--- src/logic/spmm_num_pkg.sv ---
package spmm_num_pkg;

    // Lane count and size of both square matrices
    // Must be a power of two and at least 4
    localparam int DEFAULT_N = 16;

    // Data width, all arithmetic wraps at this width
    localparam int DEFAULT_W = 8;

    // Row-end pointers count nonzeros up to N inclusive,
    // so they need one bit more than a column index
    function automatic int ptr_width(input int n);
        return $clog2(n) + 1;
    endfunction

endpackage

--- src/logic/nz_beat_if.sv ---
interface nz_beat_if #(
    parameter int N = spmm_num_pkg::DEFAULT_N,
    parameter int W = spmm_num_pkg::DEFAULT_W
);
    localparam int IW = $clog2(N);

    // High for the single cycle a decoded beat of A is present
    logic          valid;

    // Per nonzero slot
    logic [W-1:0]  value [N];
    logic [IW-1:0] col [N];
    logic [N-1:0]  seg_head;

    // Per row of A
    logic [IW-1:0] row_tail [N];
    logic [N-1:0]  row_empty;

    modport source (
        output valid, value, col, seg_head, row_tail, row_empty
    );

    modport lane (
        input valid, value, col, seg_head, row_tail, row_empty
    );

endinterface

--- src/logic/seg_reduce_lane.sv ---
module seg_reduce_lane #(
    parameter int N = spmm_num_pkg::DEFAULT_N,
    parameter int W = spmm_num_pkg::DEFAULT_W
) (
    input  logic         clock,
    input  logic         reset,
    input  logic [W-1:0] b_column [N],
    nz_beat_if.lane      nz,
    output logic [W-1:0] c_column [N],
    output logic         c_valid
);
    localparam int IW = $clog2(N);
    localparam int L  = $clog2(N);

    // Stage 0 is the multiply, stages 1..L the scan levels
    logic [W-1:0]  sum_q   [L+1][N];
    logic [N-1:0]  head_q  [L+1];
    logic [IW-1:0] tail_q  [L+1][N];
    logic [N-1:0]  empty_q [L+1];
    logic [L:0]    vld_q;

    always_ff @(posedge clock or posedge reset) begin
        if (reset) begin
            vld_q   <= '0;
            c_valid <= 1'b0;
        end else begin
            vld_q   <= {vld_q[L-1:0], nz.valid};
            c_valid <= vld_q[L];
        end
    end

    // Product keeps the low W bits
    always_ff @(posedge clock) begin
        for (int i = 0; i < N; i++) begin
            sum_q[0][i]  <= nz.value[i] * b_column[nz.col[i]];
            tail_q[0][i] <= nz.row_tail[i];
        end
        head_q[0]  <= nz.seg_head;
        empty_q[0] <= nz.row_empty;
    end

    // Segmented inclusive scan, one doubling step per level.
    // A set flag means the window already reaches its row start.
    for (genvar l = 0; l < L; l++) begin : g_level
        localparam int D = 1 << l;

        always_ff @(posedge clock) begin
            for (int i = 0; i < D; i++) begin
                sum_q[l+1][i] <= sum_q[l][i];
            end
            for (int i = D; i < N; i++) begin
                if (head_q[l][i]) begin
                    sum_q[l+1][i] <= sum_q[l][i];
                end else begin
                    sum_q[l+1][i] <= sum_q[l][i] + sum_q[l][i-D];
                end
            end
            head_q[l+1]  <= head_q[l] | (head_q[l] << D);
            tail_q[l+1]  <= tail_q[l];
            empty_q[l+1] <= empty_q[l];
        end
    end

    // Row total sits at the row's last nonzero
    always_ff @(posedge clock) begin
        for (int r = 0; r < N; r++) begin
            if (empty_q[L][r]) begin
                c_column[r] <= '0;
            end else begin
                c_column[r] <= sum_q[L][tail_q[L][r]];
            end
        end
    end

endmodule

--- src/flat_wrapper.sv ---
// flat-port wrapper written by rule: the top's interface ports become plain ports
module seg_reduce_lane_flat 
#(
    parameter int N = spmm_num_pkg::DEFAULT_N,
    parameter int W = spmm_num_pkg::DEFAULT_W
)
  (clock, reset, b_column, c_column, c_valid, nz_valid, nz_value, nz_col, nz_seg_head, nz_row_tail, nz_row_empty);
  nz_beat_if #(.N(N), .W(W)) nz_i ();
  input  logic clock;
  input  logic reset;
  input  logic [W-1:0] b_column[N];
  output logic [W-1:0] c_column[N];
  output logic c_valid;
  input wire logic [$bits(nz_i.valid)-1:0] nz_valid;
  input wire logic [$bits(nz_i.value)-1:0] nz_value;
  input wire logic [$bits(nz_i.col)-1:0] nz_col;
  input wire logic [$bits(nz_i.seg_head)-1:0] nz_seg_head;
  input wire logic [$bits(nz_i.row_tail)-1:0] nz_row_tail;
  input wire logic [$bits(nz_i.row_empty)-1:0] nz_row_empty;
  assign nz_i.valid = nz_valid;
  assign nz_i.value = {>>{nz_value}};
  assign nz_i.col = {>>{nz_col}};
  assign nz_i.seg_head = nz_seg_head;
  assign nz_i.row_tail = {>>{nz_row_tail}};
  assign nz_i.row_empty = nz_row_empty;
  seg_reduce_lane #(.N(N), .W(W)) u_core (.clock(clock), .reset(reset), .b_column(b_column), .nz(nz_i), .c_column(c_column), .c_valid(c_valid));
endmodule
--- config.mk ---
export PLATFORM = sky130hd
export DESIGN_NAME = seg_reduce_lane_flat
export DESIGN_NICKNAME = d
export VERILOG_FILES = /design/src/logic/spmm_num_pkg.sv /design/src/logic/nz_beat_if.sv /design/src/logic/seg_reduce_lane.sv /design/src/flat_wrapper.sv
export SDC_FILE = /design/constraint.sdc
export NUM_CORES = 2
export LEC_CHECK = 0
export BUFFER_PORTS_ARGS = -buffer_cell sky130_fd_sc_hd__buf_2
export CORE_AREA = 3 3 352 493
export DETAILED_ROUTE_END_ITERATION = 10
export DIE_AREA = 0 0 355 496
export PLACE_DENSITY = 0.71
export SETUP_SLACK_MARGIN = 0.02
export SLEW_MARGIN = 20
export SYNTH_ARGS = -nofsm -noshare
export SYNTH_HDL_FRONTEND = slang
export SYNTH_SLANG_ARGS = --single-unit
export TNS_END_PERCENT = 1
--- constraint.sdc ---
create_clock -name clock -period 2.8 [get_ports clock]
set_input_delay 0.14 -clock clock [delete_from_list [all_inputs] [get_ports clock]]
set_output_delay 0.14 -clock clock [all_outputs]
set_load 0.02 [all_outputs]
==> results by group <==
Clock network
  – Clock Sinks: 1223
  – Number of CTS-inserted buffers: 107
  – CTS clock-pin slew for the worst setup and hold paths: 70 ps
  – Worst-Skew Late Latency: 820 ps
  – # H-tree levels: 3
  – CTS root buf: sky130_fd_sc_hd__clkbuf_16
  – TritonCTS clock tree: built
  – Maximum root-to-sink buffer count: 3

Timing
  – Headroom to the max-slew limit: 19.33%
  – Final number of setup-violating endpoints: 64
  – Portion of the clock cycle consumed by the worst path in the final layout: 148.0%
  – Unrepaired setup endpoints after global routing: true
  – Min Tclk post-route: 4143 ps
  – Post-route setup slack: -1343 ps
  – Hold Fails Final Rpt: 0
  – Final TNS setup: -43270 ps
  – Worst-margin pin slew: 1208 ps
  – Max Slew Vio Count: 0
  – Achievable clock frequency: 241.4 MHz
  – Clock Skews: 131.1 ps

Detailed routing
  – Detail-routed net length per standard cell: 29.65 um
  – DRC violation total after the first TritonRoute iteration: 8016
  – Post-DRT Antenna Nets: 0
  – Post-route DRC: 0
  – Final WL: 339400 um
  – Iteration count of the initial detailed-routing pass: 7
  – Total number of vias: 73010
  – Detailed-route vias per instance: 6.379

Power
  – P per Cell Area: 938.0 nW/um^2
  – Leak Pwr: 47.15 nW
  – Peak supply drop: 0.0007644 V

Layout
  – Non-filler instance count after layout: 11450
  – Final core area utilization: 64.18%
  – Number of fill cells in the layout: 12920
  – Area growth from synthesis to final layout: 21.44%
  – Final net count: 10310
  – Layout cell share with drive strength beyond 1: 35.20%
  – Post-route standard cell area excluding fillers: 109000 um^2

Placement
  – Placed cell count: 10950
  – DP Wirelength: 259700 um
  – Cell area after placement: 101000 um^2
  – RePlAce Congestion: 1.111
  – Dpl ws: -2376 ps
  – Number of I/O port buffers: 546

Status
  – Failing checks: setup timing
  – Run status: complete, but fails checks

Critical path
  – Largest stage delay, worst path: 620 ps
  – Crit. End Element: flip-flop
  – Worst-path cell with the longest stage delay: sky130_fd_sc_hd__buf_2
  – Arrival time reported for the critical path endpoint: 4770 ps
  – Worst Path Max Fanout: 13
  – Largest delay share family, worst path: adder cells
  – Cells along the critical path: buf_2, mux4_2, nor2b_1, a211oi_1, a21oi_1, and2_1, ha_1, ha_1, inv_1, fa_1, fa_1, inv_1, ha_4, a21oi_4, xnor2_2, xnor2_1, xnor2_1, xnor3_1
  – Required time worst endpoint: 3430 ps
  – WS Path Type: primary input to flip-flop
  – Crit path buf inv count: 3
  – Crit path launch type: primary input

Hold path
  – Path type of the worst min-delay path: primary input to flip-flop

Floorplanning
  – Die height: 496 um
  – Number of top-level pins: 548
  – Starting Density: 52.85%
  – X dimension of the die: 355 um
  – Floorplan row count: 179
  – Overall die area: 176100 um^2
  – Core region area: 169800 um^2

GRT
  – First-pass GRT wire length: 492400 um
  – Number of global-route vias before repair: 75100
  – Global router's overall resource usage: 38.15%
  – Maximum number of pins on one net before global-route repair: 33
  – Number of antenna violations at the first check in global routing: 57
  – Sum of overflow across all layers after global routing: 0

Synth
  – Synth Area in Simple Gates: 8.172%
  – Yosys top cell by area: sky130_fd_sc_hd__mux4_2
  – Number of nets produced by synthesis: 9124
  – Multiplexer share of the synthesized area: 32.30%
  – Top post-synthesis cells by area: sky130_fd_sc_hd__mux4_2 29%, sky130_fd_sc_hd__dfxtp_1 27%, sky130_fd_sc_hd__ha_1 8.4%
  – Distinct cell type count of the synthesized netlist: 48
  – Warning count from the yosys run: 0
  – Top-area cell type share of the netlist area: 29.24%
  – Synth Area in Compound Gates: 7.452%
  – Synthesized instance count: 7865
  – Xor/xnor cell area share of the yosys netlist: 4.952%
  – Synth Cell Area: 89720 um^2
  – Combinational family with the most area after synthesis: multiplexers
  – Most instantiated library cell after synthesis: sky130_fd_sc_hd__dfxtp_1
  – Post-synth EDFFs: 0
  – Async set or reset register ratio after synthesis: 0.4906%
  – Commonest cells in the netlist: 1217 x sky130_fd_sc_hd__dfxtp_1, 1165 x sky130_fd_sc_hd__mux4_2, 721 x sky130_fd_sc_hd__inv_1
  – Register area share after synthesis: 27.32%
  – Number of synthesized register bits: 1223
  – Synthesized-area fraction occupied by adder cells: 13.73%
  – Synthesized area per cell: 11.41 um^2
  – Most frequently used flop master after synthesis: sky130_fd_sc_hd__dfxtp_1

Job
  – Max Cap Violations: 0
==> stage by stage <==
step	hold slack [ps]	power (mW)
4_1_cts	2.115	100.6
3_5_place_dp	62.52	83.35
5_1_grt	7.802	108.1
2_1_floorplan	-69.04	65.56
3_3_place_gp	45.20	81.06
6_report	31.98	102.2
==> cell families after synthesis <==
logic type | Yosys count
buffers and inverters | 1385
XOR/XNOR | 490
AND/OR/NAND/NOR | 1426
flip-flops | 1223
AO/OA/AOI/OAI | 1092
multiplexers | 1409
adder cells (fa/ha/maj) | 840
==> placed cells by master, fill, tap and decap left out, drive strengths merged, types with 13 or more instances in the layout <==
master,count
xor2,83
xnor2,396
nand2,524
buf,1510
dfxtp,1217
fa,241
o311ai,28
o21bai,98
nand4b,21
diode,45
nand3,37
nor4,20
nand2b,45
a21o,179
or2,41
ha,599
mux2,87
nor2,161
dlygate4sd3,218
o31a,28
o21ai,345
bufinv,13
clkinv,29
mux2i,145
o211ai,80
a211oi,41
inv,735
and2,276
nor2b,191
nand3b,85
mux4,1177
clkbuf,144
or3,20
a21oi,285
==> registers in the layout (all words and copies together), names as in the netlist <==
signal           count
u_core.head_q       49
u_core.vld_q         5
u_core.c_valid       1
u_core.c_column    128
u_core.sum_q       640
u_core.tail_q      320
u_core.empty_q      80
==> where the power goes <==
| group | internal [mW] | switching [mW] | total, mW | leakage [nW] |
|---|---|---|---|---|
| clock | 8.88 | 7.19 | 16.1 | 1.88 |
| sequential | 22.8 | 10.2 | 32.9 | 10.3 |
| combinational | 28.3 | 24.9 | 53.2 | 35.0 |
==> worst paths after layout <==
path,depth (start not counted),to,slack [ps],startpoint
setup reg to reg,9,u_core.sum_q[2][103]$_DFF_P_,170,u_core.sum_q[1][113]$_DFF_P_
hold reg to reg,0,u_core.sum_q[4][88]$_DFF_P_,300,u_core.sum_q[3][88]$_DFF_P_
min in group asynchronous,4,u_core.vld_q[4]$_DFF_PP0_,390,reset
hold / removal,2,u_core.empty_q[0][10]$_DFF_P_,30,nz_row_empty[10]
max in group asynchronous,4,u_core.vld_q[0]$_DFF_PP0_,2220,reset
setup / recovery,18,u_core.sum_q[0][95]$_DFF_P_,-1340,b_column[125]
==> layer usage <==
layer / wire length [um] / global-route usage, % / vias to the layer above
met2: 160800 / 63.77 / 5348
met4: 41890 / 36.50 / 32
li1: - / - / 30810
met5: 244 / 0 / -
met1: 101600 / 38.05 / 35030
met3: 34760 / 10.69 / 1791
==> what timing repair did <==
| item | CTS | global route |
|---|---|---|
| buffers inserted | 13 | 17 |
| pin swaps | 76 | 43 |
| resized for setup | 245 | 108 |
| cloned | 4 | 1 |
| hold buffers | 217 | 1 |
| hold endpoints to repair | 151 | 1 |
| setup endpoints to repair | 66 | 66 |
==> area by class of cell <==
class / instances / area, um^2 / share of cell area [%]
diodes: 45 / 112.6 / 0.1033
clock buffers: 137 / 2950 / 2.708
clock inverters: 65 / 960.9 / 0.8819
inverters: 721 / 2706 / 2.484
multi-input cells: 5257 / 60740 / 55.74
flip-flops and latches: 1223 / 24530 / 22.52
well taps: 2262 / 2830 / 2.597
repair buffers: 1736 / 14130 / 12.97
==> worst reg2reg max path, stage by stage (launching register included) <==
cell and delay [ps]:
sky130_fd_sc_hd__dfxtp_1 540, sky130_fd_sc_hd__ha_1 320, sky130_fd_sc_hd__a21o_1 190, sky130_fd_sc_hd__a21oi_1 230, sky130_fd_sc_hd__o21bai_1 100, sky130_fd_sc_hd__a21o_1 200, sky130_fd_sc_hd__a21oi_1 220, sky130_fd_sc_hd__o21ai_0 150
sky130_fd_sc_hd__o311ai_1 340, sky130_fd_sc_hd__buf_4 260
No activity file was read; power rests on OpenSTA's default activity.
