==> src/logic/spmm_ctrl_pkg.sv <==
package spmm_ctrl_pkg;

    // Rows of B or C moved per transfer beat
    localparam int ROWS_PER_BEAT = 4;

    // Phase sequence, one matrix product per pass
    typedef enum logic [2:0] {
        IDLE,
        LOAD_RHS,
        WAIT_LHS,
        PROCESS,
        STREAM_OUT
    } spmm_state_t;

    // Width of the beat index for an N-row matrix
    function automatic int beat_width(input int n);
        // Single-beat transfers still get a one-bit index
        if (n > ROWS_PER_BEAT) begin
            return $clog2(n / ROWS_PER_BEAT);
        end
        return 1;
    endfunction

endpackage

==> src/logic/spmm_num_pkg.sv <==
package spmm_num_pkg;

    // Lane count and size of both square matrices
    // Must be a power of two and at least 4
    localparam int DEFAULT_N = 16;

    // Data width, all arithmetic wraps at this width
    localparam int DEFAULT_W = 8;

    // Row-end pointers count nonzeros up to N inclusive,
    // so they need one bit more than a column index
    function automatic int ptr_width(input int n);
        return $clog2(n) + 1;
    endfunction

endpackage

==> src/logic/spmm_ctrl.sv <==
module spmm_ctrl #(
    parameter int N = spmm_num_pkg::DEFAULT_N,
    parameter int W = spmm_num_pkg::DEFAULT_W,
    localparam int BW = spmm_ctrl_pkg::beat_width(N)
) (
    input  logic          clock,
    input  logic          reset,
    input  logic          rhs_start,
    input  logic          lhs_start,
    input  logic          out_start,
    input  logic          lanes_done,
    output logic          rhs_ready,
    output logic          lhs_ready,
    output logic          out_ready,
    output logic          loading,
    output logic          lhs_take,
    output logic          streaming,
    output logic [BW-1:0] beat_idx
);
    import spmm_ctrl_pkg::*;

    localparam int NBEATS = N / ROWS_PER_BEAT;

    spmm_state_t state;
    logic        last_beat;

    if (N < ROWS_PER_BEAT || (N & (N - 1)) != 0 || W < 1) begin : g_param_check
        $error("spmm_ctrl needs N a power of two of at least 4 and W of at least 1");
    end

    // Ready levels follow the phase directly
    assign rhs_ready = (state == IDLE);
    assign lhs_ready = (state == WAIT_LHS);
    assign out_ready = (state == STREAM_OUT) && !streaming;

    assign loading   = (state == LOAD_RHS);
    assign lhs_take  = lhs_ready && lhs_start;
    assign last_beat = (beat_idx == BW'(NBEATS - 1));

    always_ff @(posedge clock or posedge reset) begin
        if (reset) begin
            state     <= IDLE;
            streaming <= 1'b0;
            beat_idx  <= '0;
        end else begin
            case (state)
                IDLE: begin
                    if (rhs_start) begin
                        state    <= LOAD_RHS;
                        beat_idx <= '0;
                    end
                end
                LOAD_RHS: begin
                    if (last_beat) begin
                        state    <= WAIT_LHS;
                        beat_idx <= '0;
                    end else begin
                        beat_idx <= beat_idx + 1'b1;
                    end
                end
                WAIT_LHS: begin
                    if (lhs_take) begin
                        state <= PROCESS;
                    end
                end
                PROCESS: begin
                    // Result matrix is stored, offer it
                    if (lanes_done) begin
                        state <= STREAM_OUT;
                    end
                end
                STREAM_OUT: begin
                    if (!streaming) begin
                        if (out_start) begin
                            streaming <= 1'b1;
                            beat_idx  <= '0;
                        end
                    end else if (last_beat) begin
                        streaming <= 1'b0;
                        beat_idx  <= '0;
                        state     <= IDLE;
                    end else begin
                        beat_idx <= beat_idx + 1'b1;
                    end
                end
                default: begin
                    state <= IDLE;
                end
            endcase
        end
    end

endmodule

==> config.mk <==
export PLATFORM = sky130hd
export DESIGN_NAME = spmm_ctrl
export DESIGN_NICKNAME = d
export VERILOG_FILES = /design/src/logic/spmm_ctrl_pkg.sv /design/src/logic/spmm_num_pkg.sv /design/src/logic/spmm_ctrl.sv
export SDC_FILE = /design/constraint.sdc
export NUM_CORES = 1
export LEC_CHECK = 0
export BUFFER_PORTS_ARGS = -buffer_cell sky130_fd_sc_hd__buf_2
export CORE_AREA = 3 3 40 42
export DETAILED_ROUTE_END_ITERATION = 10
export DIE_AREA = 0 0 43 45
export GPL_TIMING_DRIVEN = 0
export PLACE_DENSITY = 0.57
export REMOVE_ABC_BUFFERS = 1
export SETUP_SLACK_MARGIN = 0.3
export SYNTH_ARGS = -nofsm -noshare
export SYNTH_HDL_FRONTEND = slang
export SYNTH_SLANG_ARGS = --single-unit
==> constraint.sdc <==
create_clock -name clock -period 1.2 [get_ports clock]
set_input_delay 0.06 -clock clock [delete_from_list [all_inputs] [get_ports clock]]
set_output_delay 0.06 -clock clock [all_outputs]
set_load 0.05 [all_outputs]
==> flow_metrics.py, run 1 <==
metrics = {
    "status": {
        "status": "finished, violations left",
        "violations": "negative setup slack",
    },
    "finish": {
        "finalInstanceArea_sq_um": 737,
        "final_common_cell": "buf_4",
        "fin_cells": 82,
        "antenna_cells": 0,
        "final_util_pct": 57.4,
        "nets": 76,
        "synthToLayoutAreaGrowth_pct": 83.5,
        "drive_above_1_share_pct": 74.6,
        "fillers": 109,
        "layout_common_cells": "buf_4, buf_6, dfrtp_2, buf_2, buf_8",
    },
    "clock_tree": {
        "clkSlewWorstSetupHoldPaths_ns": 0.05,
        "clock_path_buffers": 2,
        "h-tree-depth": 1,
        "cts_made_buffers": 3,
        "clock_tree.root_cell": "clkbuf_4",
        "cts_tree": "built",
        "cts_num_sinks": 6,
        "insertion_delay_ns": 0.25,
    },
    "die": {
        "core_sq_mm": 0.00128,
        "core.rowCount": 13,
        "io_pins": 14,
        "initial_core_util_pct": 31.3,
        "die_area_sq_mm": 0.00194,
        "die_y_um": 45,
        "die_w_um": 43,
    },
    "synth": {
        "synth.avg_cell_area_sq_um": 10.3,
        "yosysWarnings": 0,
        "synth_edf_count": 0,
        "netlist_area_sq_um": 402,
        "synth_ff_type": "dfrtp_1",
        "synthArstFlopShare_pct": 100,
        "synthCells": 39,
        "yosys_register_bits": 6,
        "ys_types": 20,
        "yosysSeqAreaShare_pct": 37.4,
    },
    "pwr": {
        "switching_share_pct": 46.2,
        "comb_power_share_pct": 71.2,
        "p_int_mw": 1.18,
        "p_leak_nw": 0.327,
        "pwr-share-clk_pct": 8.8,
        "irDropWorstVdd_mv": 1.19,
        "power_mw": 2.19,
        "power_switching_mw": 1.01,
        "power_frac_seq_pct": 20.0,
        "p_per_area_mw_per_mm2": 2980,
    },
    "timing": {
        "max_freq_mhz": 721,
        "slew_viol_final": 0,
        "worst_slew_pin_slew_ns": 0.256,
        "fin_ws_ns": -0.187,
        "period_minus_slack_ns": 1.39,
        "holdWs_ns": 0.142,
        "setup_viol": 5,
        "setup_tns_ns": -0.725,
        "finalHoldViolCount": 0,
        "relSlewSlack_pct": 82.8,
        "finalCritPeriodShare_pct": 116,
        "rsz0062_at_grt": "yes",
        "finClkSkew_ns": 0.00224,
    },
    "setup_path": {
        "endpoint_kind": "output port",
        "crit_chain": "or2b_1 > nor2_2 > and2_4 > buf_8",
        "worst-path-buf-inv": 1,
        "cp_max_fo": 5,
        "cp_num_cells": 4,
        "r2r_cells": 4,
        "arrival_ns": 1.33,
        "cp_top_family": "simple AND/OR/NAND/NOR gates",
        "max_stage_delay_ns": 0.40,
        "slowest_stage": "dfrtp_2",
        "setup.worst_path.class": "flip-flop to output port",
        "cp.required_ns": 1.14,
        "critPathLaunchType": "flip-flop",
    },
    "routing": {
        "wl_per_cell_um": 13.6,
        "drc": 0,
        "via_per_inst": 5.11,
        "num_vias": 419,
        "drt.antenna.violating_nets": 0,
        "drt_first_iter_violations": 3,
        "drt_pass1_iterations": 4,
        "drt-total-wl_mm": 1.11,
    },
    "place": {
        "place_congestion": 0.687,
        "placedCellCount": 64,
        "dp_hpwl_um": 544,
        "portBuffers": 13,
        "dp_slack_ns": -0.212,
        "placed_area_sq_um": 452,
    },
    "global_routing": {
        "grt_usage_pct": 12.8,
        "grt_first_pass_wirelength_mm": 1.83,
        "antenna_found_initial": 0,
        "grt_max_degree": 12,
        "grt_pass1_vias": 443,
        "grt_overflow": 0,
    },
    "run": {
        "maxCapViolCount": 0,
    },
    "min_path": {
        "worstHoldPathType": "input pin to flip-flop",
        "hold-path-cell-count": 3,
    },
}
tightest hold or removal path, stage by stage:
cell and delay (ns):
buf_2 0.08, nand2_1 0.09, o22ai_2 0.12
logic make-up (layout without fill, tap and decap cells):
kind of cell	after synthesis	in the layout	synth area share (%)
adders and majority gates	1	1	3.11
and+or+nand+nor	15	15	26.8
AOI/OAI and AO/OA	12	12	22.4
DFF	6	6	37.4
buffers and inverters	5	33	10.3
synth_stat cells, drive strengths merged (2+ instances only):
master,n,area [sq um]
a21oi,2,10.0
a31oi,3,18.8
and2,2,12.5
buf,3,33.8
dfrtp,6,150
inv,2,7.51
nand2,3,11.3
nor2,5,21.3
o22ai,2,12.5
o31ai,2,15.0
flip-flops by register name, summed over array words and instances, names as in the netlist:
| signal | cells |
|---|---|
| beat_idx | 2 |
| state | 3 |
| streaming | 1 |
metal layers:
| metal | GRT usage [%] | routed length [um] |
|---|---|---|
| met3 | 3.59 | 72 |
| met1 | 12.3 | 429 |
| met4 | 7.23 | 15 |
| met5 | 0 | 0 |
| met2 | 24.3 | 596 |
final timing paths:
path	from	to	slack, ns
setup / recovery	state[1]	lhs_take	-0.19
hold / removal	lanes_done	state[2]	0.14
setup reg to reg	state[1]	beat_idx[0]	0.02
hold reg to reg	state[2]	state[0]	0.61
max in group asynchronous	reset	beat_idx[1]	0.72
min in group asynchronous	reset	state[1]	0.27
cell type report:
type	instances	area, sq um	share of cell area [%]
timing repair buffer	28	268	36.3
multi-input combinational	28	264	35.8
sequential	6	156	21.2
clock buffer	3	22.5	3.06
tap	15	18.8	2.55
inverter	2	7.51	1.02
power groups by stage:
stage	Sequential, mW	Combinational [mW]	Clock [mW]
finish	0.438	1.56	0.194
global placement	0.463	0.858	0
global route	0.449	1.65	0.209
floorplan	0.599	0.539	0
detailed placement	0.458	0.855	0
CTS	0.418	1.44	0.196
what timing repair did:
| action | CTS | global route |
|---|---|---|
| hold buffers | 1 | 0 |
| setup buffers | 12 | 2 |
| endpoints found under the setup margin | 14 | 14 |
| endpoints found under the hold margin | 6 | 0 |
| resized for setup | 35 | 8 |
| pin swaps | 7 | 2 |
(Power assumes the default switching activity.)
==> inputs of run 2 (changes only) <==
==> constraint.sdc (replaced) <==
create_clock -name clock -period 1.2 [get_ports clock]
set_input_delay 0 -clock clock [delete_from_list [all_inputs] [get_ports clock]]
set_output_delay 0 -clock clock [all_outputs]
set_load 0.05 [all_outputs]
==> run 2 against run 1 <==
- the run still ends with negative setup slack left
- via count shrank 2.1%
- clock skew is essentially flat
- clock power is essentially flat
- critical path depth is the same
- total power is essentially flat
- worst hold slack lost 0.064 ns
- die area is the same
- routed wire length grew 0.72%
- non-clock buffer count is the same
- final area shrank 0.17%
- register-to-register slack is essentially flat
- highest routed layer unchanged
- sequential share of layout area shrank 0.13 points
==> flow_metrics.py, run 2 (same netlist as run 1, synthesis figures left out) <==
metrics = {
    "status": {
        "status": "finished, violations left",
        "violations": "negative setup slack",
    },
    "die": {
        "die_y_um": 45,
        "die_w_um": 43,
        "initial_core_util_pct": 31.3,
        "io_pins": 14,
        "core.rowCount": 13,
        "core_sq_mm": 0.00128,
        "die_area_sq_mm": 0.00194,
    },
    "setup_path": {
        "endpoint_kind": "output port",
        "arrival_ns": 1.33,
        "max_stage_delay_ns": 0.40,
        "cp_max_fo": 5,
        "slowest_stage": "dfrtp_2",
        "cp.required_ns": 1.20,
        "crit_chain": "or2b_1 > nor2_2 > and2_4 > buf_8",
        "setup.worst_path.class": "flip-flop to output port",
        "critPathLaunchType": "flip-flop",
    },
    "pwr": {
        "p_leak_nw": 0.327,
        "power_mw": 2.19,
        "comb_power_share_pct": 71.6,
        "p_per_area_mw_per_mm2": 2980,
        "irDropWorstVdd_mv": 1.19,
        "pwr-share-clk_pct": 9.0,
        "switching_share_pct": 46.4,
        "p_int_mw": 1.18,
        "power_frac_seq_pct": 19.4,
        "power_switching_mw": 1.02,
    },
    "timing": {
        "finalCritPeriodShare_pct": 111,
        "slew_viol_final": 0,
        "worst_slew_pin_slew_ns": 0.256,
        "rsz0062_at_grt": "yes",
        "setup_viol": 5,
        "period_minus_slack_ns": 1.33,
        "relSlewSlack_pct": 82.8,
        "finalHoldViolCount": 0,
        "finClkSkew_ns": 0.00196,
        "fin_ws_ns": -0.127,
        "max_freq_mhz": 754,
    },
    "finish": {
        "nets": 76,
        "largest_reg_flops": 3,
        "fin_cells": 82,
        "final_common_cell": "buf_6",
        "antenna_cells": 0,
        "regMostFlops": "state",
        "synthToLayoutAreaGrowth_pct": 83.2,
        "layout_common_cells": "buf_6, buf_4, buf_2, buf_8, dfrtp_2",
        "reg_top3": "state x3, beat_idx x2, streaming x1",
        "final_util_pct": 57.3,
        "drive_above_1_share_pct": 73.1,
        "fillers": 111,
    },
    "place": {
        "dp_slack_ns": -0.152,
        "placedCellCount": 64,
        "dp_hpwl_um": 544,
        "portBuffers": 13,
        "place_congestion": 0.687,
    },
    "routing": {
        "num_vias": 410,
        "via_per_inst": 5.00,
        "drt-total-wl_mm": 1.12,
        "drt_pass1_iterations": 2,
        "drc": 0,
        "drt.antenna.violating_nets": 0,
        "drt_first_iter_violations": 3,
        "wl_per_cell_um": 13.7,
    },
    "global_routing": {
        "grt_overflow": 0,
        "grt_pass1_vias": 446,
        "grt_usage_pct": 12.8,
        "grt_first_pass_wirelength_mm": 1.83,
        "grt_max_degree": 12,
        "antenna_found_initial": 0,
    },
    "min_path": {
        "worstHoldPathType": "input pin to flip-flop",
    },
    "clock_tree": {
        "insertion_delay_ns": 0.25,
        "cts_made_buffers": 3,
        "clock_path_buffers": 2,
        "h-tree-depth": 1,
        "cts_num_sinks": 6,
        "clkSlewWorstSetupHoldPaths_ns": 0.05,
        "clock_tree.root_cell": "clkbuf_4",
        "cts_tree": "built",
    },
    "run": {
        "maxCapViolCount": 0,
    },
}
-- run 2: timing repair --
| item | 4_1_cts | 5_1_grt |
|---|---|---|
| gates resized for setup | 35 | 7 |
| buffers inserted | 12 | 2 |
| pin swaps | 5 | 2 |
| hold buffers | 1 | 0 |
| endpoints found under the hold margin | 6 | 0 |
| endpoints found under the setup margin | 13 | 14 |
-- run 2: cell type report --
| type | count | area (sq um) | area share, % |
|---|---|---|---|
| timing repair buffer | 28 | 268 | 36.4 |
| multi-input combinational | 28 | 264 | 35.9 |
| sequential | 6 | 155 | 21.1 |
| clock buffer | 3 | 22.5 | 3.06 |
| tap | 15 | 18.8 | 2.55 |
| inverter | 2 | 7.51 | 1.02 |
-- run 2: per-stage QoR --
stage | TNS, ns | instance area (sq um) | hold WS, ns
floorplan | -2.76 | 368 | -0.209
global placement | -0.304 | 452 | -0.0680
detailed placement | -0.237 | 452 | -0.0694
CTS | -0.374 | 699 | 0.0504
global route | -0.785 | 736 | 0.0961
finish | -0.420 | 736 | 0.0784
-- run 2: path summary, 6_finish.rpt --
path / start / to / slack, ns / cells after the start
max reg2reg: state[1] / beat_idx[0] / 0.02 / 4
min: lanes_done / state[2] / 0.08 / 3
min reg2reg: state[2] / state[0] / 0.61 / 2
max in group asynchronous: reset / state[0] / 0.77 / 3
max: state[1] / lhs_take / -0.13 / 4
min in group asynchronous: reset / state[1] / 0.21 / 3
-- run 2: critical path: cells and delay by family, from the launching register on --
family / cells / cell delay [ns]
flip-flops: 1 / 0.40
AND/OR/NAND/NOR: 3 / 0.54
buffers and inverters: 1 / 0.14
-- run 2: power by group through the flow --
stage	Combinational [mW]	Sequential [mW]	Clock (mW)
6_report	1.57	0.426	0.197
3_5_place_dp	0.855	0.458	0
4_1_cts	1.45	0.408	0.196
3_3_place_gp	0.858	0.463	0
5_1_grt	1.66	0.436	0.209
2_1_floorplan	0.539	0.599	0
-- run 2: metal layers --
| metal | global-route usage (%) | vias to the layer above | part of all wire, % |
|---|---|---|---|
| met5 | 0 | - | 0 |
| met1 | 12.3 | 194 | 38 |
| met2 | 24.3 | 14 | 53 |
| met4 | 7.23 | 0 | 2.2 |
| met3 | 3.59 | 4 | 6.3 |
| li1 | - | 198 | - |
==> inputs of run 3 (changes only) <==
--- a/config.mk
+++ b/config.mk
@@ -13,6 +13,7 @@
 export PLACE_DENSITY = 0.57
 export REMOVE_ABC_BUFFERS = 1
 export SETUP_SLACK_MARGIN = 0.3
+export SKIP_LAST_GASP = 1
 export SYNTH_ARGS = -nofsm -noshare
 export SYNTH_HDL_FRONTEND = slang
 export SYNTH_SLANG_ARGS = --single-unit
==> run 3 against run 2 <==
- the flow still finishes with violations (negative setup slack)
- routed wire length fell by 0.62%
- total power fell by 1.5%
- sequential power barely moved
- sequential share of layout area rose by 0.33 points
- global-route usage did not move
- register-to-register slack barely moved
- setup slack improved by 0.0028 ns
- via count rose by 2.2%
- final area fell by 1.5%
- clock power fell by 3%
- core utilization fell by 0.88 points
- worst hold slack improved by 0.0045 ns
- critical path type unchanged
- largest cell class is now multi-input combinational cells
==> flow_metrics.py, run 3 (same netlist as run 1, synthesis figures left out) <==
metrics = {
    "status": {
        "status": "finished, violations left",
        "violations": "negative setup slack",
    },
    "place": {
        "dp_hpwl_um": 544,
        "place_congestion": 0.687,
        "placedCellCount": 64,
        "portBuffers": 13,
    },
    "pwr": {
        "irDropWorstVdd_mv": 1.18,
        "p_per_area_mw_per_mm2": 2990,
        "p_leak_nw": 0.323,
        "power_mw": 2.16,
    },
    "die": {
        "die_w_um": 43,
        "core.rowCount": 13,
        "io_pins": 14,
        "initial_core_util_pct": 31.3,
        "die_area_sq_mm": 0.00194,
        "core_sq_mm": 0.00128,
        "die_y_um": 45,
    },
    "routing": {
        "drt_first_iter_violations": 4,
        "wl_met3_um": 69,
        "dr.max_layer_used": "met4",
        "wl_per_cell_um": 13.6,
        "drt-total-wl_mm": 1.12,
        "via_per_inst": 5.11,
        "drt.antenna.violating_nets": 0,
        "m1WireLength_um": 421,
        "num_vias": 419,
        "wl_met2_um": 610,
        "drt_pass1_iterations": 4,
        "drc": 0,
    },
    "clock_tree": {
        "clock_tree.root_cell": "clkbuf_4",
        "cts_tree": "built",
        "clock_path_buffers": 2,
        "cts_made_buffers": 3,
        "h-tree-depth": 1,
        "clkSlewWorstSetupHoldPaths_ns": 0.05,
        "cts_num_sinks": 6,
        "insertion_delay_ns": 0.25,
    },
    "timing": {
        "finalHoldViolCount": 0,
        "holdWs_ns": 0.0829,
        "max_freq_mhz": 755,
        "setup_tns_ns": -0.404,
        "worst_slew_pin_slew_ns": 0.256,
        "setup_viol": 5,
        "relSlewSlack_pct": 82.8,
        "period_minus_slack_ns": 1.32,
        "fin_ws_ns": -0.124,
        "finalCritPeriodShare_pct": 110,
        "rsz0062_at_grt": "yes",
        "slew_viol_final": 0,
        "finClkSkew_ns": 0.00630,
    },
    "setup_path": {
        "cp_max_fo": 5,
        "arrival_ns": 1.32,
        "cp.required_ns": 1.20,
        "setup.worst_path.class": "flip-flop to output port",
        "endpoint_kind": "output port",
        "max_stage_delay_ns": 0.40,
        "r2r_cells": 4,
        "rrSetupSlack_ns": 0.02,
        "rr_endpoint": "beat_idx[0]",
        "r2r_start": "state[1]",
        "worst-path-buf-inv": 1,
        "slowest_stage": "dfrtp_2",
        "cp_top_family": "simple AND/OR/NAND/NOR gates",
        "crit_chain": "or2b_1 > nor2_2 > and2_4 > buf_6",
        "critPathLaunchType": "flip-flop",
    },
    "min_path": {
        "hold-path-cell-count": 3,
        "min_to": "state[2]",
        "hold_start": "lanes_done",
        "worstHoldPathType": "input pin to flip-flop",
    },
    "global_routing": {
        "grt_max_degree": 12,
        "grt_pass1_vias": 446,
        "antenna_found_initial": 0,
        "grt_first_pass_wirelength_mm": 1.83,
        "grt_overflow": 0,
        "grt_usage_pct": 12.8,
    },
    "run": {
        "maxCapViolCount": 0,
    },
    "finish": {
        "reg_top3": "state x3, beat_idx x2, streaming x1",
        "final_util_pct": 56.4,
        "antenna_cells": 0,
        "nets": 76,
        "regMostFlops": "state",
        "drive_above_1_share_pct": 73.1,
        "fin_cells": 82,
        "layout_common_cells": "buf_6, buf_4, buf_2, dfrtp_2",
        "largest_reg_flops": 3,
        "synthToLayoutAreaGrowth_pct": 80.4,
        "final_common_cell": "buf_6",
    },
}
## run 3: what timing repair did
| item | 4_1_cts | 5_1_grt |
|---|---|---|
| resized for setup | 31 | 9 |
| setup endpoints to repair | 13 | 14 |
| pin swaps | 5 | 2 |
| hold buffers | 1 | 0 |
| endpoints found under the hold margin | 6 | 0 |
| buffers inserted | 12 | 2 |
## run 3: routing by layer
layer / vias up / track usage [%]
li1: 200 / -
met1: 200 / 12.3
met2: 15 / 24.3
met3: 4 / 3.59
met4: 0 / 7.23
met5: - / 0
## run 3: tightest hold or removal path, cell delays in order
cell,delay (ns)
buf_2,0.10
nand2_1,0.11
o22ai_2,0.09
## run 3: metrics by stage
stage | area [sq um] | setup WS [ns]
final | 724 | -0.124
after global routing | 724 | -0.197
after CTS | 686 | -0.111
after detailed placement | 452 | -0.152
after global placement | 452 | -0.160
after floorplan | 368 | -0.826
## run 3: worst max path at each step
stage	startpoint	endpoint	slack, ns	cells after the start
global placement	state[1]	lhs_take	-0.16	4
floorplan	state[1]	lhs_take	-0.83	3
finish	state[1]	lhs_take	-0.12	4
global route	state[1]	lhs_take	-0.20	4
detailed placement	state[1]	lhs_take	-0.15	4
CTS	state[1]	lhs_take	-0.11	4
## run 3: final cells by class
cell class,instances,area [sq um]
inverter,2,7.51
fill,115,561
sequential,6,155
clock buffer,3,22.5
multi-input combinational,28,264
timing repair buffer,28,256
tap,15,18.8
## run 3: report_power, final
| part | total, mW | switching (mW) | internal (mW) | leakage, nW |
|---|---|---|---|---|
| logic | 1.55 | 0.807 | 0.739 | 0.239 |
| clock network | 0.191 | 0.0779 | 0.113 | 0.0138 |
| registers | 0.425 | 0.126 | 0.299 | 0.0703 |
