## config.mk

```make
export PLATFORM = sky130hd
export DESIGN_NAME = csr_decoder_flat
export DESIGN_NICKNAME = d
export VERILOG_FILES = /design/src/logic/spmm_num_pkg.sv /design/src/logic/nz_beat_if.sv /design/src/logic/csr_decoder.sv /design/src/flat_wrapper.sv
export SDC_FILE = /design/constraint.sdc
export NUM_CORES = 1
export LEC_CHECK = 0
export ABC_AREA = 1
export BUFFER_PORTS_ARGS = -buffer_cell sky130_fd_sc_hd__clkbuf_2
export CORE_AREA = 2 2 220 222
export CTS_CLUSTER_SIZE = 8
export DETAILED_ROUTE_END_ITERATION = 12
export DIE_AREA = 0 0 222 224
export HOLD_SLACK_MARGIN = 0.12
export PLACE_DENSITY = 0.49
export SLEW_MARGIN = 20
export SYNTH_ARGS = -nofsm -noshare
export SYNTH_HDL_FRONTEND = slang
export SYNTH_SLANG_ARGS = --single-unit
```

## constraint.sdc

```tcl
create_clock -name clock -period 0.8 [get_ports clock]
set_input_delay 0.16 -clock clock [delete_from_list [all_inputs] [get_ports clock]]
set_output_delay 0.16 -clock clock [all_outputs]
set_load 0.005 [all_outputs]
```

## src/logic/spmm_num_pkg.sv

```systemverilog
package spmm_num_pkg;

    // Lane count and size of both square matrices
    // Must be a power of two and at least 4
    localparam int DEFAULT_N = 16;

    // Data width, all arithmetic wraps at this width
    localparam int DEFAULT_W = 8;

    // Row-end pointers count nonzeros up to N inclusive,
    // so they need one bit more than a column index
    function automatic int ptr_width(input int n);
        return $clog2(n) + 1;
    endfunction

endpackage

```

## src/logic/nz_beat_if.sv

```systemverilog
interface nz_beat_if #(
    parameter int N = spmm_num_pkg::DEFAULT_N,
    parameter int W = spmm_num_pkg::DEFAULT_W
);
    localparam int IW = $clog2(N);

    // High for the single cycle a decoded beat of A is present
    logic          valid;

    // Per nonzero slot
    logic [W-1:0]  value [N];
    logic [IW-1:0] col [N];
    logic [N-1:0]  seg_head;

    // Per row of A
    logic [IW-1:0] row_tail [N];
    logic [N-1:0]  row_empty;

    modport source (
        output valid, value, col, seg_head, row_tail, row_empty
    );

    modport lane (
        input valid, value, col, seg_head, row_tail, row_empty
    );

endinterface

```

## src/logic/csr_decoder.sv

```systemverilog
module csr_decoder #(
    parameter int N = spmm_num_pkg::DEFAULT_N,
    parameter int W = spmm_num_pkg::DEFAULT_W
) (
    input  logic                                  clock,
    input  logic                                  reset,
    input  logic                                  lhs_take,
    input  logic [spmm_num_pkg::ptr_width(N)-1:0] lhs_ptr [N],
    input  logic [$clog2(N)-1:0]                  lhs_col [N],
    input  logic [W-1:0]                          lhs_data [N],
    nz_beat_if.source                             nz
);
    import spmm_num_pkg::*;

    localparam int IW = $clog2(N);
    localparam int PW = ptr_width(N);

    logic [PW-1:0] row_start [N];
    logic [N-1:0]  head_d;
    logic [N-1:0]  empty_d;
    logic [IW-1:0] tail_d [N];

    // Row r starts where row r-1 ended
    always_comb begin
        row_start[0] = '0;
        for (int r = 1; r < N; r++) begin
            row_start[r] = lhs_ptr[r-1];
        end
    end

    always_comb begin
        head_d = '0;
        for (int r = 0; r < N; r++) begin
            empty_d[r] = (lhs_ptr[r] == row_start[r]);
            tail_d[r]  = IW'(lhs_ptr[r] - 1'b1);
            // Empty rows share their start with the next row, harmless
            if (row_start[r] < PW'(N)) begin
                head_d[row_start[r][IW-1:0]] = 1'b1;
            end
        end
    end

    always_ff @(posedge clock or posedge reset) begin
        if (reset) begin
            nz.valid <= 1'b0;
        end else begin
            nz.valid <= lhs_take;
        end
    end

    always_ff @(posedge clock) begin
        if (lhs_take) begin
            for (int i = 0; i < N; i++) begin
                nz.value[i]    <= lhs_data[i];
                nz.col[i]      <= lhs_col[i];
                nz.row_tail[i] <= tail_d[i];
            end
            nz.seg_head  <= head_d;
            nz.row_empty <= empty_d;
        end
    end

endmodule

```

## src/flat_wrapper.sv

```systemverilog
// flat-port wrapper written by rule: the top's interface ports become plain ports
module csr_decoder_flat import spmm_num_pkg::*;
#(
    parameter int N = spmm_num_pkg::DEFAULT_N,
    parameter int W = spmm_num_pkg::DEFAULT_W
)
  (clock, reset, lhs_take, lhs_ptr, lhs_col, lhs_data, nz_valid, nz_value, nz_col, nz_seg_head, nz_row_tail, nz_row_empty);
  nz_beat_if #(.N(N), .W(W)) nz_i ();
  input  logic clock;
  input  logic reset;
  input  logic lhs_take;
  input  logic [spmm_num_pkg::ptr_width(N)-1:0] lhs_ptr[N];
  input  logic [$clog2(N)-1:0] lhs_col[N];
  input  logic [W-1:0] lhs_data[N];
  output wire logic [$bits(nz_i.valid)-1:0] nz_valid;
  output wire logic [$bits(nz_i.value)-1:0] nz_value;
  output wire logic [$bits(nz_i.col)-1:0] nz_col;
  output wire logic [$bits(nz_i.seg_head)-1:0] nz_seg_head;
  output wire logic [$bits(nz_i.row_tail)-1:0] nz_row_tail;
  output wire logic [$bits(nz_i.row_empty)-1:0] nz_row_empty;
  assign nz_valid = nz_i.valid;
  assign nz_value = {>>{nz_i.value}};
  assign nz_col = {>>{nz_i.col}};
  assign nz_seg_head = nz_i.seg_head;
  assign nz_row_tail = {>>{nz_i.row_tail}};
  assign nz_row_empty = nz_i.row_empty;
  csr_decoder #(.N(N), .W(W)) u_core (.clock(clock), .reset(reset), .lhs_take(lhs_take), .lhs_ptr(lhs_ptr), .lhs_col(lhs_col), .lhs_data(lhs_data), .nz(nz_i));
endmodule
```

==> out/metrics.yaml, run 1 <==
outcome:
  status: "finished, violations left"
  violations: "negative setup slack"
sta:
  max_freq_mhz: 730
  finalCritPeriodShare_pct: 171
  grt_setup_unrepaired: "true"
  fin_crit_ns: 1.37
  fin_ws_ns: -0.570
  setup_viol: 295
  tns_ns: -122.43
  slew_violations: 0
  hold_violations: 0
synth:
  synth_edf_count: 287
  async_flop_share_pct: 0.347
  synth.avg_cell_area_um2: 11.1
  synth_common_cells: "318 x nor2_1, 287 x edfxtp_1, 224 x nand2_1, 93 x inv_1, 62 x ha_1"
  synth_top_cell_area_share_pct: 65.1
  syn-num-nets: 1533
  syn-instance-count: 1196
  synth_area_um2: 13200
  synth_area_leaders: "edfxtp_1 65%, nor2_1 9.0%, nand2_1 6.3%"
  ys_types: 19
  synth_area_leader_cell: "edfxtp_1"
  seq_area_frac_synth_pct: 65.3
  yosysMostFrequentCell: "nor2_1"
  synthFlopType: "edfxtp_1"
  yosys_warnings: 0
  ys_seq_elements: 288
die:
  rows: 80
  die_height_um: 224
  fp.dieW_um: 222
  core_um2: 47300
  initial_core_util_pct: 28.0
  dieArea_um2: 49700
  io_pins: 564
global_route:
  grt_max_degree: 24
  grtUsageMet2_pct: 42.9
  gr-usage-met1_pct: 29.3
  grt_remaining_overflow: 0
  grt_usage_pct: 24.4
  antenna_found_initial: 11
  grt_pass1_wl_um: 87700
  met3_usage_pct: 5.39
  grt_pass1_vias: 13100
  top_usage_layer: "met2"
critical_path:
  path_delay_family: "flip-flops"
  crit_fanout: 1
  worstSetupPathType: "reg -> out"
  crit_chain: "clkbuf_2"
  required_ns: 0.64
  end_kind: "output port"
  start_kind: "register"
  slowest_delay_ns: 0.48
  crit_buf_inv: 1
  worstPathArrival_ns: 1.21
  slowest_stage: "edfxtp_1"
drt:
  drtIter0Drc: 684
  wire_per_inst_um: 21.7
  antenna_left: 0
  first_pass_iters: 5
  route.detailed.drc: 0
  avgViaCountPerCell: 4.38
  wl_um: 62500
  vias: 12600
power_and_ir_drop:
  p_leak_nw: 10.8
  switchingPower_mw: 11.3
  vdd_drop_max_mv: 1.57
  powerDensity_nw_per_um2: 1810
  power.share.switching_pct: 25.9
  power_mw: 43.4
  pwr-share-seq_pct: 42.9
  p_int_mw: 32.2
  p_comb_share_pct: 18.4
  p_clk_share_pct: 38.7
place:
  portBuffers: 562
  place_congestion: 0.945
  dp_hpwl_um: 50600
cts:
  clock_sinks: 288
  numCtsBuffers: 43
  htree_levels: 2
  clkTransAtPathRegs_ns: 0.05
  cts_tree: "built"
  cts_buffer_depth: 3
  root_buffer: "clkbuf_16"
cells_and_area:
  drive_gt1_share_pct: 50.6
  utilization_pct: 50.6
  syn_to_final_growth_pct: 80.8
  fillerInstances: 4311
  num-nets-final: 2590
flow_run:
  maxCapViolations: 0
hold_path:
  hp-class: "in -> reg"
-- final timing paths --
| check | startpoint | end | slack, ns | cells after the start |
|---|---|---|---|---|
| worst max-delay path | u_core.nz.seg_head[12]$_DFFE_PP_ | nz_seg_head[12] | -0.57 | 1 |
| worst min-delay path | lhs_take | u_core.nz.row_tail[20]$_DFFE_PP_ | 0.06 | 2 |
| max in group asynchronous | reset | u_core.nz.valid$_DFF_PP0_ | 0.16 | 4 |
| min in group asynchronous | reset | u_core.nz.valid$_DFF_PP0_ | 0.54 | 4 |
-- cells in the final DEF (no fill, tap or decap), types with 20 or more instances in the layout --
cell             n
edfxtp_1       287
nand2_2         75
clkbuf_2       501
buf_2           20
ha_4            51
nor2_2          39
inv_4           29
clkbuf_16       47
inv_1           45
xnor2_1         46
xor2_1          48
buf_6           29
nand3_1         46
buf_4          234
inv_2           24
nor2_1         272
dlygate4sd3_1  216
nand2_1        128
nand2_4         27
-- through the flow --
| step | setup WS, ns | instance area (µm²) | hold slack (ns) | cells |
|---|---|---|---|---|
| floorplan | -0.159 | 14500 | -0.111 | 1196 |
| global placement | -0.899 | 19800 | -0.0215 | 2597 |
| detailed placement | -0.860 | 19800 | -0.00921 | 2597 |
| CTS | -0.617 | 23500 | 0.0279 | 2876 |
| global route | -0.610 | 23900 | 0.0358 | 2883 |
| finish | -0.570 | 23900 | 0.0557 | 2885 |
-- flip-flops by register name, indices dropped and copies added, names as in the netlist --
| name | cells |
|---|---|
| u_core.nz.row_tail | 64 |
| u_core.nz.seg_head | 15 |
| u_core.nz.row_empty | 16 |
| u_core.nz.value | 128 |
| u_core.nz.col | 64 |
| u_core.nz.valid | 1 |
-- layout make-up --
class / count / area [µm²] / area share [%]
clock buffers: 53 / 1120 / 4.69
diodes: 3 / 7.51 / 0.0314
repair buffers: 1030 / 7410 / 30.9
inverters: 112 / 603 / 2.52
multi-input cells: 778 / 5300 / 22.1
clock inverters: 6 / 87.6 / 0.366
well taps: 615 / 769 / 3.21
flip-flops and latches: 288 / 8640 / 36.1
-- power groups by stage --
| stage | clock [mW] | sequential (mW) | combinational, mW |
|---|---|---|---|
| floorplan | 0 | 18.9 | 1.92 |
| global placement | 0 | 18.9 | 6.68 |
| detailed placement | 0 | 18.9 | 6.67 |
| CTS | 17.3 | 18.6 | 7.79 |
| global route | 17.9 | 18.7 | 8.54 |
| finish | 16.8 | 18.6 | 7.99 |
-- layer usage --
layer	share of wire, %	wire length [µm]
met4	4.1	2540
met1	40	25000
met5	0.13	79
met3	6.2	3900
met2	50	31000
-- cell families after synthesis --
group / share of synthesized area, %
other cells: 0.0283
simple gates: 18.5
flops: 65.3
xor+xnor: 6.22
fa+ha+maj: 5.86
buf+inv: 4.14
-- what timing repair did --
item / CTS / global route
setup endpoints to repair: 303 / 325
pin swaps: 27 / 71
buffers inserted: 4 / 3
hold endpoints to repair: 256 / 49
resized for setup: 71 / 189
hold buffers: 216 / 8
gates cloned: 0 / 0
No activity file was read; power rests on OpenSTA's default activity.
==> run 2: changes to the inputs <==
--- a/config.mk
+++ b/config.mk
@@ -8,6 +8,7 @@
 export ABC_AREA = 1
 export BUFFER_PORTS_ARGS = -buffer_cell sky130_fd_sc_hd__clkbuf_2
 export CORE_AREA = 2 2 220 222
+export CTS_BUF_LIST = sky130_fd_sc_hd__clkbuf_2 sky130_fd_sc_hd__clkbuf_4 sky130_fd_sc_hd__clkbuf_8
 export CTS_CLUSTER_SIZE = 8
 export DETAILED_ROUTE_END_ITERATION = 12
 export DIE_AREA = 0 0 222 224
==> run 2 against run 1 <==
Net effect:
- critical endpoint unchanged
- the run ends with negative hold slack, negative setup slack left
- sequential cell count is the same
- die area is the same
- non-clock buffer count grew 8
- worst hold slack lost 0.17 ns
- routed wire length grew 0.12%
- largest cell class unchanged
- final area shrank 2.0%
- combinational power shrank 2%
- via count grew 0.80%
- maximum frequency shrank 5.8%
- clock power shrank 16%
==> out/metrics.yaml, run 2 (synthesis gave the netlist of run 1 again) <==
sta:
  hold_violations: 7
  finalCritPeriodShare_pct: 182
  fin_ws_ns: -0.655
  max_freq_mhz: 687
  grt_setup_unrepaired: "true"
  slew_violations: 0
  whs_ns: -0.116
  setup_viol: 346
  fin_crit_ns: 1.45
power_and_ir_drop:
  powerDensity_nw_per_um2: 1730
  power_mw: 40.5
  p_leak_nw: 10.6
  vdd_drop_max_mv: 0.972
critical_path:
  start_kind: "register"
  slowest_stage: "edfxtp_1"
  crit_fanout: 1
  end_kind: "output port"
  slowest_delay_ns: 0.49
  crit_buf_inv: 1
  crit_chain: "clkbuf_2"
  path_delay_family: "flip-flops"
  required_ns: 0.64
  worstSetupPathType: "reg -> out"
  worstPathArrival_ns: 1.29
die:
  dieArea_um2: 49700
  core_um2: 47300
  rows: 80
  die_height_um: 224
  io_pins: 564
  initial_core_util_pct: 28.0
  fp.dieW_um: 222
outcome:
  violations: "negative hold slack, negative setup slack"
  status: "finished, violations left"
cts:
  cts_buffer_depth: 3
  clkTransAtPathRegs_ns: 0.07
  cts_tree: "built"
  root_buffer: "clkbuf_8"
  numCtsBuffers: 51
  clock_sinks: 288
  htree_levels: 2
global_route:
  grt_pass1_vias: 13300
  grt_usage_pct: 24.4
  grt_max_degree: 24
  grt_remaining_overflow: 0
  grt_pass1_wl_um: 87900
  antenna_found_initial: 13
flow_run:
  maxCapViolations: 0
cells_and_area:
  layout_common_cells: "503 x clkbuf_2, 295 x nor2_1, 287 x edfxtp_1, 237 x buf_4, 227 x dlygate4sd3_1"
  final_cells: 2927
  final_common_cell: "clkbuf_2"
  regMostFlops: "u_core.nz.value"
  drive_gt1_share_pct: 49.4
  num-nets-final: 2606
  syn_to_final_growth_pct: 77.2
  largest_register_ffs: 128
  reg.largest.list: "u_core.nz.value x128, u_core.nz.col x64, u_core.nz.row_tail x64"
drt:
  antenna_left: 0
  wl_um: 62600
  route.detailed.drc: 0
  first_pass_iters: 5
  drtIter0Drc: 699
  avgViaCountPerCell: 4.35
  wire_per_inst_um: 21.4
  vias: 12700
place:
  place_congestion: 0.945
  place_inst: 2597
  portBuffers: 562
  dp_hpwl_um: 50600
hold_path:
  hp-class: "in -> reg"
-- run 2: layout make-up --
type / count / area, µm²
fillers: 4386 / 23900
diodes: 5 / 12.5
well taps: 615 / 769
repair buffers: 1038 / 7310
inverters: 112 / 593
clock buffers: 66 / 840
multi-input cells: 778 / 5110
flip-flops and latches: 288 / 8640
clock inverters: 25 / 183
-- run 2: routing by layer --
metal / share of wire (%) / GRT usage (%) / vias up
met2: 50 / 42.5 / 456
li1: - / - / 6074
met5: 0.16 / 0 / -
met3: 5.6 / 5.54 / 125
met4: 3.8 / 9.26 / 18
met1: 41 / 29.4 / 6064
-- run 2: worst paths after layout --
path / start / end / slack (ns) / depth (start not counted)
worst max-delay path: u_core.nz.seg_head[12]$_DFFE_PP_ / nz_seg_head[12] / -0.65 / 1
worst min-delay path: lhs_take / u_core.nz.valid$_DFF_PP0_ / -0.12 / 2
max in group asynchronous: reset / u_core.nz.valid$_DFF_PP0_ / 0.24 / 4
min in group asynchronous: reset / u_core.nz.valid$_DFF_PP0_ / 0.47 / 4
-- run 2: metrics by stage --
step	setup TNS, ns	worst slack, ns	instance area (µm²)	utilization [%]
final	-156.95	-0.655	23500	49.6
after global routing	-173.48	-0.690	23500	49.5
after CTS	-164.74	-0.698	23200	49.1
after floorplan	-2.24	-0.159	14500	-
after detailed placement	-71.81	-0.860	19800	41.8
after global placement	-71.45	-0.899	19800	41.8
-- run 2: report_power, final --
group / switching [mW] / leakage [nW] / internal, mW / total, mW
clock: 6.54 / 0.534 / 7.53 / 14.1
sequential: 0.510 / 2.81 / 18.1 / 18.6
combinational: 3.99 / 7.29 / 3.83 / 7.82
total: 11.0 / 10.6 / 29.5 / 40.5
-- run 2: what timing repair did --
item                                    in CTS  in global routing
endpoints found under the setup margin     299                338
pin swaps                                   11                 25
endpoints found under the hold margin      450                182
hold buffers                               231                 11
buffers inserted                             1                  1
gates resized for setup                     26                139
==> run 3: changes to the inputs <==
--- a/config.mk
+++ b/config.mk
@@ -14,6 +14,7 @@
 export DIE_AREA = 0 0 222 224
 export HOLD_SLACK_MARGIN = 0.12
 export PLACE_DENSITY = 0.49
+export RECOVER_POWER = 100
 export SLEW_MARGIN = 20
 export SYNTH_ARGS = -nofsm -noshare
 export SYNTH_HDL_FRONTEND = slang
==> run 3 against run 2 <==
Net effect:
- the run ends with negative setup slack left
- worst setup slack improved by 0.0049 ns
- maximum frequency rose by 0.34%
- total power fell by 0.43%
- sequential cell count did not move
- via count rose by 0.20%
- utilization fell by 0.60 points
- final area fell by 1.2%
- largest power group unchanged
==> out/metrics.yaml, run 3 (synthesis gave the netlist of run 1 again) <==
outcome:
  status: "finished, violations left"
  violations: "negative setup slack"
critical_path:
  worstSetupPathType: "reg -> out"
  worstPathArrival_ns: 1.29
  path_delay_family: "flip-flops"
  crit_buf_inv: 1
  crit_fanout: 1
  crit_chain: "clkbuf_2"
  end_kind: "output port"
  required_ns: 0.64
  slowest_delay_ns: 0.49
  slowest_stage: "edfxtp_1"
  start_kind: "register"
die:
  io_pins: 564
  rows: 80
  core_um2: 47300
  die_height_um: 224
  fp.dieW_um: 222
  dieArea_um2: 49700
  initial_core_util_pct: 28.0
drt:
  drtIter0Drc: 772
  route.detailed.drc: 0
  wire_per_inst_um: 21.4
  wl_um: 62500
  first_pass_iters: 5
  avgViaCountPerCell: 4.36
  antenna_left: 0
  vias: 12800
sta:
  fin_ws_ns: -0.650
  setup_viol: 397
  slew_violations: 0
  tns_ns: -167.01
  max_freq_mhz: 690
  finalCritPeriodShare_pct: 181
  fin_crit_ns: 1.45
  tightest_slew_ns: 0.544
  grt_setup_unrepaired: "true"
  slew_headroom_pct: 63.7
  hold_violations: 0
global_route:
  grt_max_degree: 24
  grt_usage_pct: 24.4
  grt_remaining_overflow: 0
  antenna_found_initial: 14
  grt_pass1_wl_um: 87900
  grt_pass1_vias: 13300
power_and_ir_drop:
  vdd_drop_max_mv: 0.953
  p_leak_nw: 10.4
  powerDensity_nw_per_um2: 1740
cells_and_area:
  layout_common_cells: "477 x clkbuf_2, 295 x nor2_1, 287 x edfxtp_1, 227 x dlygate4sd3_1, 211 x buf_4"
  final_common_cell: "clkbuf_2"
  syn_to_final_growth_pct: 75.0
  regMostFlops: "u_core.nz.value"
  fillerInstances: 4449
  reg.largest.list: "u_core.nz.value x128, u_core.nz.col x64, u_core.nz.row_tail x64"
  drive_gt1_share_pct: 46.8
  largest_register_ffs: 128
  num-nets-final: 2606
place:
  post-place-ws_ns: -0.860
  place_congestion: 0.945
  portBuffers: 562
  dp_hpwl_um: 50600
cts:
  cts_buffer_depth: 3
  cts_tree: "built"
  htree_levels: 2
  root_buffer: "clkbuf_8"
  clkTransAtPathRegs_ns: 0.07
  numCtsBuffers: 51
  clock_sinks: 288
hold_path:
  hp-class: "in -> reg"
flow_run:
  maxCapViolations: 0
[run 3: cell count changes in the layout (fill, tap and decap cells not counted), moves of 2 or more]
| cell | change |
|---|---|
| buf_6 | -2 |
| clkinvlp_2 | +3 |
| clkbuf_2 | -26 |
| buf_12 | -8 |
| clkbuf_1 | +57 |
| buf_4 | -26 |
| inv_4 | -4 |
| clkbuf_4 | +6 |
[run 3: final timing paths]
check / from / endpoint / slack (ns) / cells after the start
setup / recovery: u_core.nz.seg_head[12]$_DFFE_PP_ / nz_seg_head[12] / -0.65 / 1
hold / removal: lhs_ptr[51] / u_core.nz.row_tail[41]$_DFFE_PP_ / 0.05 / 4
min in group asynchronous: reset / u_core.nz.valid$_DFF_PP0_ / 0.47 / 4
max in group asynchronous: reset / u_core.nz.valid$_DFF_PP0_ / 0.24 / 4
[run 3: cell type report]
class	instances	area, µm²	area share (%)
diodes	4	10.0	0.0432
inverters	112	582	2.51
clock buffers	66	840	3.62
flip-flops and latches	288	8640	37.3
well taps	615	769	3.32
multi-input cells	778	5090	22.0
repair buffers	1038	7060	30.4
clock inverters	25	183	0.788
[run 3: tightest hold or removal path, cell delays in order]
cell	delay (ns)
clkbuf_8	0.14
inv_4	0.07
ha_4	0.12
inv_1	0.03
[run 3: repair_timing]
action                     4_1_cts  5_1_grt
hold endpoints to repair       450      182
resized for setup               26      139
setup buffers                    1        1
pin swaps                       11       25
setup endpoints to repair      299      338
hold buffers                   231       11
[run 3: per-stage QoR]
stage / area, µm² / power [mW] / std cells / hold WS [ns] / util (%)
2_1_floorplan: 14500 / 20.8 / 1196 / -0.111 / -
3_3_place_gp: 19800 / 25.6 / 2597 / -0.0215 / 41.8
3_5_place_dp: 19800 / 25.6 / 2597 / -0.00921 / 41.8
5_1_grt: 23200 / 42.0 / 2924 / 0.0176 / 48.9
4_1_cts: 23200 / 40.8 / 2920 / -0.154 / 49.1
6_report: 23200 / 40.3 / 2926 / 0.0475 / 49.0
[run 3: power breakdown]
group          switching, mW  internal (mW)
Clock                   6.55           7.53
Sequential             0.509           18.1
Combinational           3.97           3.67
[run 3: layer usage]
| layer | vias to the layer above | wire, µm | share of wire (%) | track usage (%) |
|---|---|---|---|---|
| met5 | - | 115 | 0.18 | 0 |
| met4 | 20 | 2520 | 4.0 | 9.26 |
| met3 | 126 | 3590 | 5.7 | 5.54 |
| met2 | 484 | 30900 | 49 | 42.5 |
| met1 | 6067 | 25400 | 41 | 29.4 |
| li1 | 6065 | - | - | - |
